===== src/verilog/rp_params.svh =====
/*
 * Bus widths, region field and housekeeping constants
 */

`ifndef RP_PARAMS_SVH
`define RP_PARAMS_SVH

// Bus widths
`define RP_AW 32
`define RP_DW 32

// AXI ID from the GP0 port
`define RP_IW 12

// Region select field in the address
`define RP_REG_LSB 20
`define RP_REG_MSB 22

// Housekeeping ID word, "RP" plus revision
`define RP_HK_ID 32'h5250_0001

// Reset values of the writable registers
`define RP_HK_SCRATCH_RST 32'h0000_0000
`define RP_LED_W 8
`define RP_HK_LED_RST 8'h00

`endif

===== src/verilog/rp_sys_pkg.sv =====
/*
 * System bus side types
 * Region codes from the upper address bits
 * Housekeeping register offsets
 */

package rp_sys_pkg;

  ////////////////////
  // Bus regions
  ////////////////////

  // Address bits 22:20, only region 0 is populated
  typedef enum logic [2:0] {
    REG_HK        = 3'd0,
    REG_UNMAPPED1 = 3'd1,
    REG_UNMAPPED2 = 3'd2,
    REG_UNMAPPED3 = 3'd3,
    REG_UNMAPPED4 = 3'd4,
    REG_UNMAPPED5 = 3'd5,
    REG_UNMAPPED6 = 3'd6,
    REG_UNMAPPED7 = 3'd7
  } region_t;

  ////////////////////
  // Housekeeping map
  ////////////////////

  // Byte offsets inside region 0
  typedef enum logic [19:0] {
    // Read-only identification word
    HK_ID      = 20'h00000,
    // General purpose, byte writable
    HK_SCRATCH = 20'h00004,
    // Board LEDs in the low byte
    HK_LED     = 20'h00008
  } hk_addr_t;

endpackage


===== src/verilog/rp_axi_pkg.sv =====
/*
 * AXI side types for the PS bus bridge
 * Response codes and bridge FSM states
 */

package rp_axi_pkg;

  ////////////////////
  // AXI response
  ////////////////////

  // Only OKAY and SLVERR are ever returned
  typedef enum logic [1:0] {
    OKAY   = 2'b00,
    SLVERR = 2'b10
  } axi_resp_t;

  ////////////////////
  // Bridge FSM
  ////////////////////

  // One transaction in flight, write or read
  typedef enum logic [2:0] {
    IDLE    = 3'd0,
    // Write path
    WR_REQ  = 3'd1,
    WR_WAIT = 3'd2,
    WR_RESP = 3'd3,
    // Read path
    RD_REQ  = 3'd4,
    RD_WAIT = 3'd5,
    RD_RESP = 3'd6
  } bridge_state_t;

endpackage


===== src/verilog/sys_bus_if.sv =====
/*
 * Simple system bus between bridge, decoder and register bank
 */

`include "rp_params.svh"

interface sys_bus_if;

  // Request side, held from strobe until ack
  logic [`RP_AW-1:0]   addr;
  logic [`RP_DW-1:0]   wdata;
  logic [`RP_DW/8-1:0] sel;
  // One-cycle strobes
  logic                wen;
  logic                ren;

  // Response side, valid with ack
  logic [`RP_DW-1:0]   rdata;
  logic                ack;
  logic                err;

  // Bus master
  modport m (
    output addr, wdata, sel, wen, ren,
    input  rdata, ack, err
  );

  // Bus slave
  modport s (
    input  addr, wdata, sel, wen, ren,
    output rdata, ack, err
  );

endinterface


===== src/verilog/rp_ps_bus.sv =====
/*
 * PS bus subsystem top level
 * AXI slave bridge, region decoder and housekeeping registers
 */

`include "rp_params.svh"

module rp_ps_bus (
  input  logic                   clk_i,
  input  logic                   rst_i,
  // Write address
  input  logic [`RP_IW-1:0]      awid_i,
  input  logic [`RP_AW-1:0]      awaddr_i,
  input  logic                   awvalid_i,
  output logic                   awready_o,
  // Write data
  input  logic [`RP_DW-1:0]      wdata_i,
  input  logic [`RP_DW/8-1:0]    wstrb_i,
  input  logic                   wvalid_i,
  output logic                   wready_o,
  // Write response
  output logic [`RP_IW-1:0]      bid_o,
  output rp_axi_pkg::axi_resp_t  bresp_o,
  output logic                   bvalid_o,
  input  logic                   bready_i,
  // Read address
  input  logic [`RP_IW-1:0]      arid_i,
  input  logic [`RP_AW-1:0]      araddr_i,
  input  logic                   arvalid_i,
  output logic                   arready_o,
  // Read data
  output logic [`RP_IW-1:0]      rid_o,
  output logic [`RP_DW-1:0]      rdata_o,
  output rp_axi_pkg::axi_resp_t  rresp_o,
  output logic                   rvalid_o,
  input  logic                   rready_i,
  // Board LEDs
  output logic [`RP_LED_W-1:0]   led_o
);

  // Bridge to decoder, decoder to region 0
  sys_bus_if bus ();
  sys_bus_if hk ();

  axi_slave_bridge i_bridge (
    .clk_i     (clk_i),
    .rst_i     (rst_i),
    .awid_i    (awid_i),
    .awaddr_i  (awaddr_i),
    .awvalid_i (awvalid_i),
    .awready_o (awready_o),
    .wdata_i   (wdata_i),
    .wstrb_i   (wstrb_i),
    .wvalid_i  (wvalid_i),
    .wready_o  (wready_o),
    .bid_o     (bid_o),
    .bresp_o   (bresp_o),
    .bvalid_o  (bvalid_o),
    .bready_i  (bready_i),
    .arid_i    (arid_i),
    .araddr_i  (araddr_i),
    .arvalid_i (arvalid_i),
    .arready_o (arready_o),
    .rid_o     (rid_o),
    .rdata_o   (rdata_o),
    .rresp_o   (rresp_o),
    .rvalid_o  (rvalid_o),
    .rready_i  (rready_i),
    .bus       (bus)
  );

  sys_bus_decode i_decode (
    .clk_i (clk_i),
    .rst_i (rst_i),
    .bus   (bus),
    .hk    (hk)
  );

  hk_regs i_hk (
    .clk_i (clk_i),
    .rst_i (rst_i),
    .bus   (hk),
    .led_o (led_o)
  );

endmodule


===== src/verilog/hk_regs.sv =====
/*
 * Housekeeping register bank
 * ID word, byte-writable scratch word and LED register
 */

`include "rp_params.svh"

module hk_regs (
  input  logic                 clk_i,
  input  logic                 rst_i,
  // System bus slave, offset in the low address bits
  sys_bus_if.s                 bus,
  output logic [`RP_LED_W-1:0] led_o
);

  rp_sys_pkg::hk_addr_t  offset;
  logic [`RP_DW-1:0]     scratch_q;
  logic [`RP_LED_W-1:0]  led_q;
  logic [`RP_DW-1:0]     rdata_q;
  logic                  ack_q;

  assign offset = rp_sys_pkg::hk_addr_t'(bus.addr[`RP_REG_LSB-1:0]);

  ////////////////////
  // Register writes
  ////////////////////

  always_ff @(posedge clk_i) begin
    if (rst_i) begin
      scratch_q <= `RP_HK_SCRATCH_RST;
      led_q     <= `RP_HK_LED_RST;
    end else if (bus.wen) begin
      case (offset)
        rp_sys_pkg::HK_SCRATCH: begin
          // Byte lanes under sel
          for (int b = 0; b < `RP_DW/8; b++) begin
            if (bus.sel[b]) scratch_q[8*b +: 8] <= bus.wdata[8*b +: 8];
          end
        end
        rp_sys_pkg::HK_LED: begin
          // First lane only
          if (bus.sel[0]) led_q <= bus.wdata[`RP_LED_W-1:0];
        end
        // ID is read-only, unknown offsets drop the write
        default: ;
      endcase
    end
  end

  ////////////////////
  // Read and ack
  ////////////////////

  always_ff @(posedge clk_i) begin
    if (bus.ren) begin
      case (offset)
        rp_sys_pkg::HK_ID:      rdata_q <= `RP_HK_ID;
        rp_sys_pkg::HK_SCRATCH: rdata_q <= scratch_q;
        rp_sys_pkg::HK_LED:     rdata_q <= {{(`RP_DW - `RP_LED_W){1'b0}}, led_q};
        // Holes in the map read as zero
        default:                rdata_q <= '0;
      endcase
    end
  end

  // Every strobe is answered next cycle
  always_ff @(posedge clk_i) begin
    if (rst_i) ack_q <= 1'b0;
    else ack_q <= bus.wen || bus.ren;
  end

  assign bus.ack   = ack_q;
  assign bus.err   = 1'b0;
  assign bus.rdata = rdata_q;

  assign led_o = led_q;

endmodule


===== src/verilog/sys_bus_decode.sv =====
/*
 * System bus region decoder
 * Region 0 goes to the housekeeping bank, others answer with an error
 */

`include "rp_params.svh"

module sys_bus_decode (
  input  logic  clk_i,
  input  logic  rst_i,
  // From the bridge
  sys_bus_if.s  bus,
  // To the housekeeping registers
  sys_bus_if.m  hk
);

  rp_sys_pkg::region_t region;
  logic                hk_hit;
  logic                un_ack_q;
  logic                hk_busy_q;

  // Region from address bits 22:20
  assign region = rp_sys_pkg::region_t'(bus.addr[`RP_REG_MSB:`RP_REG_LSB]);
  assign hk_hit = (region == rp_sys_pkg::REG_HK);

  ////////////////////
  // Region 0 path
  ////////////////////

  // Only the in-region offset reaches the bank
  assign hk.addr  = {{(`RP_AW - `RP_REG_LSB){1'b0}}, bus.addr[`RP_REG_LSB-1:0]};
  assign hk.wdata = bus.wdata;
  assign hk.sel   = bus.sel;
  assign hk.wen   = bus.wen && hk_hit;
  assign hk.ren   = bus.ren && hk_hit;

  ////////////////////
  // Unmapped regions
  ////////////////////

  // Error ack one cycle after the strobe
  always_ff @(posedge clk_i) begin
    if (rst_i) un_ack_q <= 1'b0;
    else un_ack_q <= (bus.wen || bus.ren) && !hk_hit;
  end

  // Merge responses, unmapped reads give zero
  assign bus.ack   = hk.ack || un_ack_q;
  assign bus.err   = un_ack_q ? 1'b1 : hk.err;
  assign bus.rdata = un_ack_q ? '0 : hk.rdata;

  ////////////////////
  // Checks
  ////////////////////

  // Outstanding region 0 access, strobe until ack
  always_ff @(posedge clk_i) begin
    if (rst_i) hk_busy_q <= 1'b0;
    else if (hk.wen || hk.ren) hk_busy_q <= 1'b1;
    else if (hk.ack) hk_busy_q <= 1'b0;
  end

  a_hk_ack_owned: assert property (@(posedge clk_i) disable iff (rst_i)
    hk.ack |-> hk_busy_q)
    else $error("decode: housekeeping ack without an access");

endmodule


===== src/verilog/axi_slave_bridge.sv =====
/*
 * Single-beat AXI slave to system bus bridge
 * Takes AW and W together, then issues one strobe and waits for ack
 * Holds the B or R response until the master accepts it
 */

`include "rp_params.svh"

module axi_slave_bridge (
  input  logic                   clk_i,
  input  logic                   rst_i,
  // Write address
  input  logic [`RP_IW-1:0]      awid_i,
  input  logic [`RP_AW-1:0]      awaddr_i,
  input  logic                   awvalid_i,
  output logic                   awready_o,
  // Write data
  input  logic [`RP_DW-1:0]      wdata_i,
  input  logic [`RP_DW/8-1:0]    wstrb_i,
  input  logic                   wvalid_i,
  output logic                   wready_o,
  // Write response
  output logic [`RP_IW-1:0]      bid_o,
  output rp_axi_pkg::axi_resp_t  bresp_o,
  output logic                   bvalid_o,
  input  logic                   bready_i,
  // Read address
  input  logic [`RP_IW-1:0]      arid_i,
  input  logic [`RP_AW-1:0]      araddr_i,
  input  logic                   arvalid_i,
  output logic                   arready_o,
  // Read data
  output logic [`RP_IW-1:0]      rid_o,
  output logic [`RP_DW-1:0]      rdata_o,
  output rp_axi_pkg::axi_resp_t  rresp_o,
  output logic                   rvalid_o,
  input  logic                   rready_i,
  // System bus master
  sys_bus_if.m                   bus
);

  rp_axi_pkg::bridge_state_t state_q;
  rp_axi_pkg::bridge_state_t state_d;

  logic                  wr_go;
  logic                  rd_go;
  logic                  waiting;
  logic [`RP_IW-1:0]     id_q;
  logic [`RP_AW-1:0]     addr_q;
  logic [`RP_DW-1:0]     wdata_q;
  logic [`RP_DW/8-1:0]   sel_q;
  logic [`RP_DW-1:0]     rdata_q;
  rp_axi_pkg::axi_resp_t resp_q;

  ////////////////////
  // AXI handshakes
  ////////////////////

  // Write needs address and data in the same cycle
  assign wr_go = (state_q == rp_axi_pkg::IDLE) && awvalid_i && wvalid_i;
  // Read only when no complete write is offered, write wins a tie
  assign rd_go = (state_q == rp_axi_pkg::IDLE) && arvalid_i && !(awvalid_i && wvalid_i);

  assign awready_o = wr_go;
  assign wready_o  = wr_go;
  assign arready_o = rd_go;

  // Strobe issued, ack not yet seen
  assign waiting = (state_q == rp_axi_pkg::WR_REQ) || (state_q == rp_axi_pkg::WR_WAIT) ||
                   (state_q == rp_axi_pkg::RD_REQ) || (state_q == rp_axi_pkg::RD_WAIT);

  ////////////////////
  // FSM
  ////////////////////

  always_comb begin
    state_d = state_q;
    case (state_q)
      rp_axi_pkg::IDLE: begin
        if (wr_go) state_d = rp_axi_pkg::WR_REQ;
        else if (rd_go) state_d = rp_axi_pkg::RD_REQ;
      end
      // Ack may come with the strobe from a fast slave
      rp_axi_pkg::WR_REQ:  state_d = bus.ack ? rp_axi_pkg::WR_RESP : rp_axi_pkg::WR_WAIT;
      rp_axi_pkg::WR_WAIT: if (bus.ack) state_d = rp_axi_pkg::WR_RESP;
      rp_axi_pkg::WR_RESP: if (bready_i) state_d = rp_axi_pkg::IDLE;
      rp_axi_pkg::RD_REQ:  state_d = bus.ack ? rp_axi_pkg::RD_RESP : rp_axi_pkg::RD_WAIT;
      rp_axi_pkg::RD_WAIT: if (bus.ack) state_d = rp_axi_pkg::RD_RESP;
      rp_axi_pkg::RD_RESP: if (rready_i) state_d = rp_axi_pkg::IDLE;
      default:             state_d = rp_axi_pkg::IDLE;
    endcase
  end

  always_ff @(posedge clk_i) begin
    if (rst_i) state_q <= rp_axi_pkg::IDLE;
    else state_q <= state_d;
  end

  // Request capture at the handshake
  always_ff @(posedge clk_i) begin
    if (wr_go) begin
      id_q    <= awid_i;
      addr_q  <= awaddr_i;
      wdata_q <= wdata_i;
      sel_q   <= wstrb_i;
    end else if (rd_go) begin
      id_q    <= arid_i;
      addr_q  <= araddr_i;
    end
  end

  // Response capture on ack
  always_ff @(posedge clk_i) begin
    if (waiting && bus.ack) begin
      resp_q  <= bus.err ? rp_axi_pkg::SLVERR : rp_axi_pkg::OKAY;
      rdata_q <= bus.rdata;
    end
  end

  ////////////////////
  // Outputs
  ////////////////////

  // Strobes last exactly one cycle, the REQ states
  assign bus.wen   = (state_q == rp_axi_pkg::WR_REQ);
  assign bus.ren   = (state_q == rp_axi_pkg::RD_REQ);
  assign bus.addr  = addr_q;
  assign bus.wdata = wdata_q;
  assign bus.sel   = sel_q;

  assign bvalid_o = (state_q == rp_axi_pkg::WR_RESP);
  assign bid_o    = id_q;
  assign bresp_o  = resp_q;

  assign rvalid_o = (state_q == rp_axi_pkg::RD_RESP);
  assign rid_o    = id_q;
  assign rdata_o  = rdata_q;
  assign rresp_o  = resp_q;

  ////////////////////
  // Checks
  ////////////////////

  a_one_strobe: assert property (@(posedge clk_i) disable iff (rst_i)
    !(bus.wen && bus.ren))
    else $error("bridge: wen and ren high together");

  // No new bus access while the master still owes us a ready
  a_no_strobe_in_resp: assert property (@(posedge clk_i) disable iff (rst_i)
    (bvalid_o || rvalid_o) |-> !(bus.wen || bus.ren))
    else $error("bridge: strobe issued with a response pending");

  a_bvalid_hold: assert property (@(posedge clk_i) disable iff (rst_i)
    (bvalid_o && !bready_i) |=> (bvalid_o && $stable(bid_o) && $stable(bresp_o)))
    else $error("bridge: write response dropped before bready");

endmodule


===== config.mk =====
export PLATFORM = sky130hd
export DESIGN_NAME = rp_ps_bus
export DESIGN_NICKNAME = d
export VERILOG_FILES = /design/src/verilog/rp_sys_pkg.sv /design/src/verilog/rp_axi_pkg.sv /design/src/verilog/sys_bus_if.sv /design/src/verilog/rp_ps_bus.sv /design/src/verilog/hk_regs.sv /design/src/verilog/sys_bus_decode.sv /design/src/verilog/axi_slave_bridge.sv
export VERILOG_INCLUDE_DIRS = /design/src /design/src/verilog
export SDC_FILE = /design/constraint.sdc
export NUM_CORES = 1
export LEC_CHECK = 0
export ABC_CLOCK_PERIOD_IN_PS = 3660
export BUFFER_PORTS_ARGS = -buffer_cell sky130_fd_sc_hd__buf_2
export CORE_MARGIN = 8
export CORE_UTILIZATION = 52
export CTS_CLUSTER_SIZE = 30
export DETAILED_ROUTE_END_ITERATION = 10
export PLACE_DENSITY = 0.89
export SLEW_MARGIN = 30
export SYNTH_ARGS = -nofsm -noshare
export SYNTH_HDL_FRONTEND = slang
export SYNTH_SLANG_ARGS = --single-unit

===== constraint.sdc =====
create_clock -name clk_i -period 3.66 [get_ports clk_i]
set_input_delay 0.183 -clock clk_i [delete_from_list [all_inputs] [get_ports clk_i]]
set_output_delay 0.183 -clock clk_i [all_outputs]
set_load 0.02 [all_outputs]

== After elaboration in Yosys (flattened, before gate mapping) ==
Index checks and enable logic that the tools add are counted.
W data, S select, Z words.
Operators by class
  multiplexer cells: 16
  equality and inequality tests: 13
  reductions and logical operators: 27
Operator list (count)
  $pmux W32 S3: 1
  $mux W23: 2
  $mux W12: 2
  $pmux W3 S7: 1
  $eq A20 B3 Y1 const B: 1
  $eq A20 B4 Y1 const B: 1
  $logic_not A20 Y1: 1
  $mux W3: 6
  $reduce_and A3 Y1: 5
  $eq A3 B3 Y1 const B: 3
  $logic_and A1 B1 Y1: 9
  $ne A2 B1 Y1 const B: 4
  $eq A3 B2 Y1 const B: 2
  $logic_not A3 Y1: 2
  $logic_or A1 B1 Y1: 6
  $reduce_and A5 Y1: 1
  $mux W2: 2
  $eq A3 B1 Y1 const B: 1
  $ne A3 B3 Y1 const B: 1
  $logic_not A1 Y1: 2
  $mux W1: 2
  $reduce_bool A2 Y1: 1
Word-level totals
  word-level logic and storage cells: 71
  bits in registers: 182
  input port bits: 131

== Logic depth before layout (Yosys ltp) ==
Gate-level depths: netlist of run 1.
  depth after elaboration: 6
  mapped depth: 7
  gate-level depth less buffers: 4

== Modules after synthesis ==
A second synthesis of run 1 with hierarchy kept.
Unflattened totals
  cells, all modules: 630
  area, all modules: 8374.3 um^2
Modules (own cells, without submodules)
  axi_slave_bridge: cells an instance 221, area an instance 4573.1 um^2, times used 1, seq. area each 3453.3 um^2
  hk_regs: cells an instance 297, area an instance 3005.4 um^2, times used 1, seq. area each 1781.7 um^2
  sys_bus_decode: cells an instance 112, area an instance 795.8 um^2, times used 1, seq. area each 20.0 um^2

== Least setup slack after synthesis of run 1 ==
No wires, ideal clock.
  kind: register to register
  start point: reg i_bridge.state_q[1]
  end point: reg i_hk.rdata_q[0], in the netlist i_hk.bus.rdata[0] (enable)
  slack: 0.764 ns
  stages on the path, launching flop included: 5
  clock period less this slack: 2.896 ns
  data arrival time: 2.475 ns
  buffers on the path: 2
  required time: 3.239 ns
  library setup time: 0.421 ns
  cell sequence: dfxtp_1 buf_6 or4_4 buf_6 nor2_1
On the way
  word-level cells in the longest chain between the ends: 2
RTL lines
  start: declaration: line axi_slave_bridge.sv:42  | rp_axi_pkg::bridge_state_t state_q;
  start signal: assignment: line axi_slave_bridge.sv:95  | if (rst_i) state_q <= rp_axi_pkg::IDLE;
  start signal: assignment: line axi_slave_bridge.sv:96  | else state_q <= state_d;
  $eq A3 B3 Y1: line axi_slave_bridge.sv:126  | assign bus.ren = (state_q == rp_axi_pkg::RD_REQ);
  $logic_and A1 B1 Y1: line sys_bus_decode.sv:35  | assign hk.ren = bus.ren && hk_hit;
  named net hk.ren: line sys_bus_if.sv:15  | logic ren;
  end signal: assignment: line hk_regs.sv:57  | rp_sys_pkg::HK_ID: rdata_q <= `RP_HK_ID;
  end signal: assignment: line hk_regs.sv:58  | rp_sys_pkg::HK_SCRATCH: rdata_q <= scratch_q;
  end signal: assignment: line hk_regs.sv:59  | rp_sys_pkg::HK_LED: rdata_q <= {{(`RP_DW - `RP_LED_W){1'b0}}, led_q};
  end: declaration: line hk_regs.sv:19  | logic [`RP_DW-1:0] rdata_q;
The timed path passes the listed nets, and every way through them passes these cells.
A chain may end at the register's enable or synchronous reset.

== Final worst setup path of run 1 ==
  start point: reg i_bridge.state_q[1]
  end point: out awready_o
On the way
  word-level cells in the longest chain between the ends: 3
RTL lines
  $logic_not A3 Y1: line axi_slave_bridge.sv:60  | assign wr_go = (state_q == rp_axi_pkg::IDLE) && awvalid_i && wvalid_i;
  $logic_and A1 B1 Y1 (2 in series): line axi_slave_bridge.sv:60
  end: declaration: line rp_ps_bus.sv:15  | output logic awready_o,
Every way passes these cells.

==> reports/results.tsv, run 1 <==
metric	value	unit
startpoint_type	flop	
hold_viol_final	0	
ir_worst_vdd	501.0	uV
p_per_area	616.2	nW/um2
crit_chain	inv_1 > nand3_1 > nor2_4 > buf_4 > buf_4 > buf_2	
cp_top_family	simple AND/OR/NAND/NOR gates	
synth_compound_area_share	8.249	%
path_class	reg2out	
crit_buf_inv	4	
required	3480	ps
clockBufferDepth	2	
drtIter0Drc	371	
wire_per_inst	17.38	um
max_freq	0.3360	GHz
grt_max_degree	45	
ant_nets	0	
netlist_area	7204	um2
die_area	17880	um2
syn-mean-instance-area	13.88	um2
rows	43	
grt_pass1_wl	25060	um
ys_types	42	
place_congestion	0.8243	
cpMostUsedCell	buf_4	
fin_crit_sh	81.33	%
grt_usage	17.83	%
htree_num_levels	4	
fp.dieH	133.7	um
wirelength	15870	um
synth-xor-area-share	0.1216	%
fp.dieW	133.7	um
slowest_delay	770	ps
design.core.area	13720	um2
finalSetupTns	0	ps
min_path_type	in2reg	
status	complete, no violations	
synthTopCellsByArea	edfxtp_1 (57%), dfxtp_1 (13%), mux2_2 (5.5%), a21oi_1 (3.1%), nand3_1 (2.9%)	
fin_util	66.64	%
synth_edf_count	136	
synth_top_family_by_area	simple AND/OR/NAND/NOR gates	
worst_slack	683.4	ps
arrival	2790	ps
hpwl	11200	um
fin_skew	15.34	ps
cts_setup_buffers	0	
first_pass_iters	4	
ioPinCount	204	
antenna_found_initial	0	
cap_violations	0	
power.leakage	0.003419	uW
ys_ff_latch	181	
synthFlopType	edfxtp_1	
path_clk_slew	70	ps
synth_top_area_share	56.69	%
synth-simple-area-share	12.71	%
cp_max_fo	33	
port_buffers	183	
antenna_cells	0	
cts_made_buffers	17	
cts_sinks	181	
cp_slowest_cell	nor2_4	
setup_violations	0	
grt_pass1_vias	4976	
clkLatencyLatePin	420	ps
end_kind	primary output	
place_ws	983.9	ps
overflow	0	
max-slew-margin-rel	40.44	%
synth_largest_area_cell	edfxtp_1	
rsz0062_at_grt	no	
final-max-slew-violation-count	0	
avgViaCountPerCell	5.283	
cts_tree	yes	
synth-seq-area-share	69.19	%
root_buffer	clkbuf_16	
finalCriticalPeriod	2977	ps
vias	4823	
route.detailed.drc	0	
synthMuxAreaShare	5.610	%
nets	851	
floorplan.initialDensity	52.51	%
synthArstFlopShare	0	%
netlist_instances	519	
drive_gt1_share	37.38	%
area_growth	26.90	%
synthAdderAreaFrac	0	%
ys_warn_count	0	
tightest_slew	885.3	ps
[power by group]
part           switching, uW  leakage [uW]  internal, uW
registers                134       0.00159          2610
clock network            787      0.000273           953
logic                    733       0.00155           411
[repair_timing]
action	CTS	global route
hold buffers	36	0
gates resized for setup	0	0
hold endpoints to repair	36	0
endpoints found under the setup margin	0	0
[flip-flops by register name, indices dropped and copies added (netlist names)]
signal	cells
i_bridge.bresp_o	1
i_decode.un_ack_q	1
i_hk.bus.rdata	32
i_bridge.bus.addr	23
i_bridge.bid_o	12
i_hk.bus.ack	1
i_bridge.state_q	3
i_hk.led_o	8
i_bridge.bus.wdata	32
i_bridge.bus.sel	4
i_hk.scratch_q	32
i_bridge.rdata_o	32
[cell usage after synthesis (all sizes together) (9+ instances only)]
| cell | count |
|---|---|
| nand3 | 42 |
| o21ai | 45 |
| a21oi | 44 |
| and2 | 20 |
| dfxtp | 45 |
| edfxtp | 136 |
| mux2 | 35 |
| clkbuf | 20 |
| nor2b | 33 |
| buf | 29 |
| nor2 | 9 |
| nor4 | 10 |
[worst reg2reg max path: stages, from the launching register on]
cell and delay [ps]:
edfxtp_1 380, nor4_1 630, nand4_4 520, nor4_1 910, a21o_1 160
[through the flow]
| stage | std cells | hold WS [ps] | cell area [um2] | total power, uW |
|---|---|---|---|---|
| final | 913 | 63.35 | 9143 | 5633 |
| after global routing | 913 | 47.86 | 9143 | 5862 |
| after CTS | 912 | 45.12 | 9115 | 5635 |
| after detailed placement | 844 | 361.2 | 8179 | 3876 |
| after global placement | 844 | 360.8 | 8179 | 3837 |
| after floorplan | 520 | 281.9 | 7208 | 3561 |
[layout by cell type (no fill, tap or decap), types with 4 or more instances in the layout]
| master | Yosys | layout |
|---|---|---|
| edfxtp_1 | 136 | 136 |
| inv_1 | 5 | 5 |
| clkinv_4 | 0 | 4 |
| or4_1 | 5 | 5 |
| nor2b_1 | 33 | 33 |
| buf_2 | 9 | 183 |
| nand3b_1 | 5 | 5 |
| dfxtp_1 | 45 | 45 |
| mux2_2 | 35 | 35 |
| a21oi_1 | 44 | 44 |
| nor4_1 | 4 | 4 |
| dlygate4sd3_1 | 0 | 36 |
| and2_1 | 20 | 20 |
| o21ai_0 | 5 | 5 |
| nor2_1 | 9 | 5 |
| nor4_4 | 5 | 5 |
| buf_4 | 17 | 10 |
| a22o_1 | 7 | 7 |
| o21ai_1 | 40 | 40 |
| nand3_1 | 42 | 42 |
| a21o_1 | 5 | 5 |
| clkbuf_16 | 0 | 17 |
[final timing paths]
kind / cells after the start / slack, ps / startpoint / end
worst min register to register: 2 / 480 / i_hk.scratch_q[27]$_SDFFE_PP0P_ / i_hk.scratch_q[27]$_SDFFE_PP0P_
worst max-delay path: 6 / 680 / i_bridge.state_q[1]$_SDFFE_PP0P_ / awready_o
worst min-delay path: 2 / 60 / araddr_i[10] / i_bridge.bus.addr[10]$_DFFE_PP_
worst max register to register: 4 / 940 / i_bridge.bus.addr[17]$_DFFE_PP_ / i_hk.bus.rdata[20]$_DFFE_PP_
[metal layers]
metal / share of wire (%) / vias up / wire length [um] / global-route usage, %
met5: 0 / - / 0 / 0
met4: 1.5 / 0 / 231 / 6.987
met3: 8.3 / 17 / 1312 / 6.099
met2: 49 / 251 / 7826 / 29.80
met1: 41 / 2236 / 6497 / 20.69
li1: - / 2319 / - / -
[logic make-up after synthesis]
logic type | Yosys count
and+or+nand+nor | 139
xor gates and xnor gates | 1
buffers and inverters | 54
other | 1
muxes | 36
DFF | 181
AOI/OAI and AO/OA | 107
[area by class of cell]
| cell class | count | area, um2 |
|---|---|---|
| inverter | 5 | 18.77 |
| fill | 974 | 4577 |
| multi-input combinational | 285 | 1959 |
| sequential | 181 | 4985 |
| tap | 180 | 225.2 |
| clock inverter | 15 | 150.1 |
| timing repair buffer | 230 | 1379 |
| clock buffer | 17 | 425.4 |
Note: power is estimated with default switching activity, not from simulation.
==> run 2: changes to the inputs <==
--- a/config.mk
+++ b/config.mk
@@ -6,7 +6,7 @@
 export SDC_FILE = /design/constraint.sdc
 export NUM_CORES = 1
 export LEC_CHECK = 0
-export ABC_CLOCK_PERIOD_IN_PS = 3660
+export ABC_CLOCK_PERIOD_IN_PS = 2900
 export BUFFER_PORTS_ARGS = -buffer_cell sky130_fd_sc_hd__buf_2
 export CORE_MARGIN = 8
 export CORE_UTILIZATION = 52
==> constraint.sdc (replaced) <==
create_clock -name clk_i -period 2.9 [get_ports clk_i]
set_input_delay 0.145 -clock clk_i [delete_from_list [all_inputs] [get_ports clk_i]]
set_output_delay 0.145 -clock clk_i [all_outputs]
set_load 0.02 [all_outputs]
==> run 2 against run 1 <==
- non-clock buffer count grew 1
- cell area grew 0.55%
- sequential share of layout area shrank 0.30 points
- setup slack lost 470 ps
- critical endpoint unchanged
==> reports/results.tsv, run 2 (synthesis results as in run 1) <==
metric	value	unit	change
hold_viol_final	0		unchanged
startpoint_type	flop		
grt_pass1_vias	5110		+2.7%
tightest_slew	792.5	ps	-92.79 ps
p_int	5182	uW	+30%
finalSetupTns	0	ps	unchanged
ir_worst_vdd	390.8	uV	-22%
power.leakage	0.003448	uW	+0.86%
status	complete, no violations		
cts_setup_buffers	0		unchanged
fp.dieH	133.7	um	unchanged
route.detailed.drc	0		unchanged
global_route.usage.met1	20.64	%	-0.048 points
final-max-slew-violation-count	0		unchanged
fin_area	9193	um2	+0.55%
cts_tree	yes		
cp_top_family	buffers and inverters		
clkPwrFrac	32.7	%	+1.8 points
design.core.area	13720	um2	unchanged
clockBufferDepth	2		unchanged
wirelength	15860	um	about the same
max_freq	0.3723	GHz	
dpl_cell_area	8199	um2	+0.24%
drive_gt1_share	37.33	%	-0.051 points
p_comb_share	19.5	%	-0.8 points
ant_nets	0		unchanged
antenna_cells	0		unchanged
path_clk_slew	70	ps	about the same
gr-usage-met3	6.890	%	+0.79 points
ioPinCount	204		unchanged
overflow	0		unchanged
fp.dieW	133.7	um	unchanged
grt_pass1_wl	25610	um	+2.2%
crit_chain	inv_1 > nand3_1 > nor2_4 > buf_12 > buf_4 > buf_2		
grt.busiest_layer	met2		
path_class	reg2out		
fin_crit_sh	92.63	%	
p_per_area	790.9	nW/um2	+28%
grt_use_met2	30.33	%	+0.53 points
finalCriticalPeriod	2686	ps	
slowest_delay	420	ps	-350 ps
max-slew-margin-rel	47.17	%	+6.7 points
arrival	2540	ps	-250 ps
path_depth	6		unchanged
power	7271	uW	+29%
grt_usage	18.15	%	+0.32 points
setup_violations	0		unchanged
worst_slack	213.9	ps	-469.5 ps
clkLatencyLatePin	420	ps	about the same
endpoint	awready_o		
cap_violations	0		unchanged
first_pass_iters	5		+1
drtIter0Drc	342		-7.8%
hpwl	11210	um	about the same
r2r_cells	4		unchanged
grt_max_degree	46		+2.2%
end_kind	primary output		
floorplan.initialDensity	52.51	%	unchanged
die_area	17880	um2	unchanged
cts_sinks	181		unchanged
rows	43		unchanged
hold_slack	18.09	ps	-45.26 ps
layout_commonest_cell	buf_2		
vias	4856		+0.68%
fin_skew	10.48	ps	-4.865 ps
area_growth	27.60	%	
p_switching	2088	uW	+26%
port_buffers	183		unchanged
wire_per_inst	17.35	um	-0.14%
min_path_type	in2reg		
cp_max_fo	45		+36%
cts_made_buffers	17		unchanged
antenna_found_initial	0		unchanged
root_buffer	clkbuf_16		
ctsResizeCount	0		unchanged
switching_share	28.72	%	-0.63 points
place_congestion	0.8149		-1.1%
required	2760	ps	-720 ps
cp_slowest_cell	dfxtp_1		
crit_buf_inv	4		unchanged
rsz0062_at_grt	no		
avgViaCountPerCell	5.313		+0.57%
crit_start	i_bridge.state_q[1]$_SDFFE_PP0P_		
nets	852		+0.12%
place_ws	547.9	ps	-436.1 ps
seq_power_share	47.8	%	-1.0 points
regToRegEndpoint	i_hk.bus.rdata[7]$_DFFE_PP_		
final_cell_mix	buf_2 (183), edfxtp_1 (136), dfxtp_1 (45), a21oi_1 (44), nand3_1 (42)		
htree_num_levels	4		unchanged
r2r_slack	490	ps	-450 ps
rr_startpoint	i_bridge.bus.addr[17]$_DFFE_PP_		
[run 2: cell types whose count changed in the layout (fill, tap and decap cells not counted), sizes merged]
cell / before / now
inv: 9 / 10
clkinv: 7 / 6
bufinv: 1 / 3
clkinvlp: 3 / 1
dlygate4sd3: 36 / 37
[run 2: repair_timing]
item                                    4_1_cts  5_1_grt
endpoints found under the setup margin        0        0
hold endpoints to repair                     37        0
hold buffers                                 37        0
[run 2: through the flow]
stage | std cells | utilization, %
after floorplan | 520 | -
after global placement | 845 | 59.76
after detailed placement | 845 | 59.76
after CTS | 914 | 67.00
after global routing | 914 | 67.00
final | 914 | 67.00
[run 2: how the worst min path moves through the flow]
stage                           start                                to  slack, ps  depth (start not counted)
after floorplan            wstrb_i[0]     i_bridge.bus.sel[0]$_DFFE_PN_        240                          0
after detailed placement   wdata_i[2]   i_bridge.bus.wdata[2]$_DFFE_PN_        320                          1
final                       awid_i[2]       i_bridge.bid_o[2]$_DFFE_PP_         20                          2
after global placement    wdata_i[29]  i_bridge.bus.wdata[29]$_DFFE_PN_        320                          1
after global routing      awaddr_i[7]    i_bridge.bus.addr[7]$_DFFE_PP_          6                          2
after CTS                   awid_i[0]       i_bridge.bid_o[0]$_DFFE_PP_          3                          2
[run 2: final cells by class]
type,count,area [um2]
clock buffer,17,425.4
fill,968,4527
timing repair buffer,231,1381
inverter,5,18.77
clock inverter,15,197.7
multi-input combinational,285,1959
tap,180,225.2
sequential,181,4985
[run 2: power by group through the flow]
stage / Clock (uW) / Combinational, uW / Sequential [uW]
final: 2380 / 1420 / 3470
after global routing: 2530 / 1540 / 3510
after CTS: 2410 / 1430 / 3470
after detailed placement: 0 / 1380 / 3530
after global placement: 0 / 1350 / 3510
after floorplan: 0 / 837 / 3660
[run 2: layer usage]
metal,routed length [um],up-vias,part of all wire (%)
met4,357,0,2.3
met1,6223,2266,39
met3,1410,24,8.9
met5,0,-,0
li1,-,2323,-
met2,7869,243,50
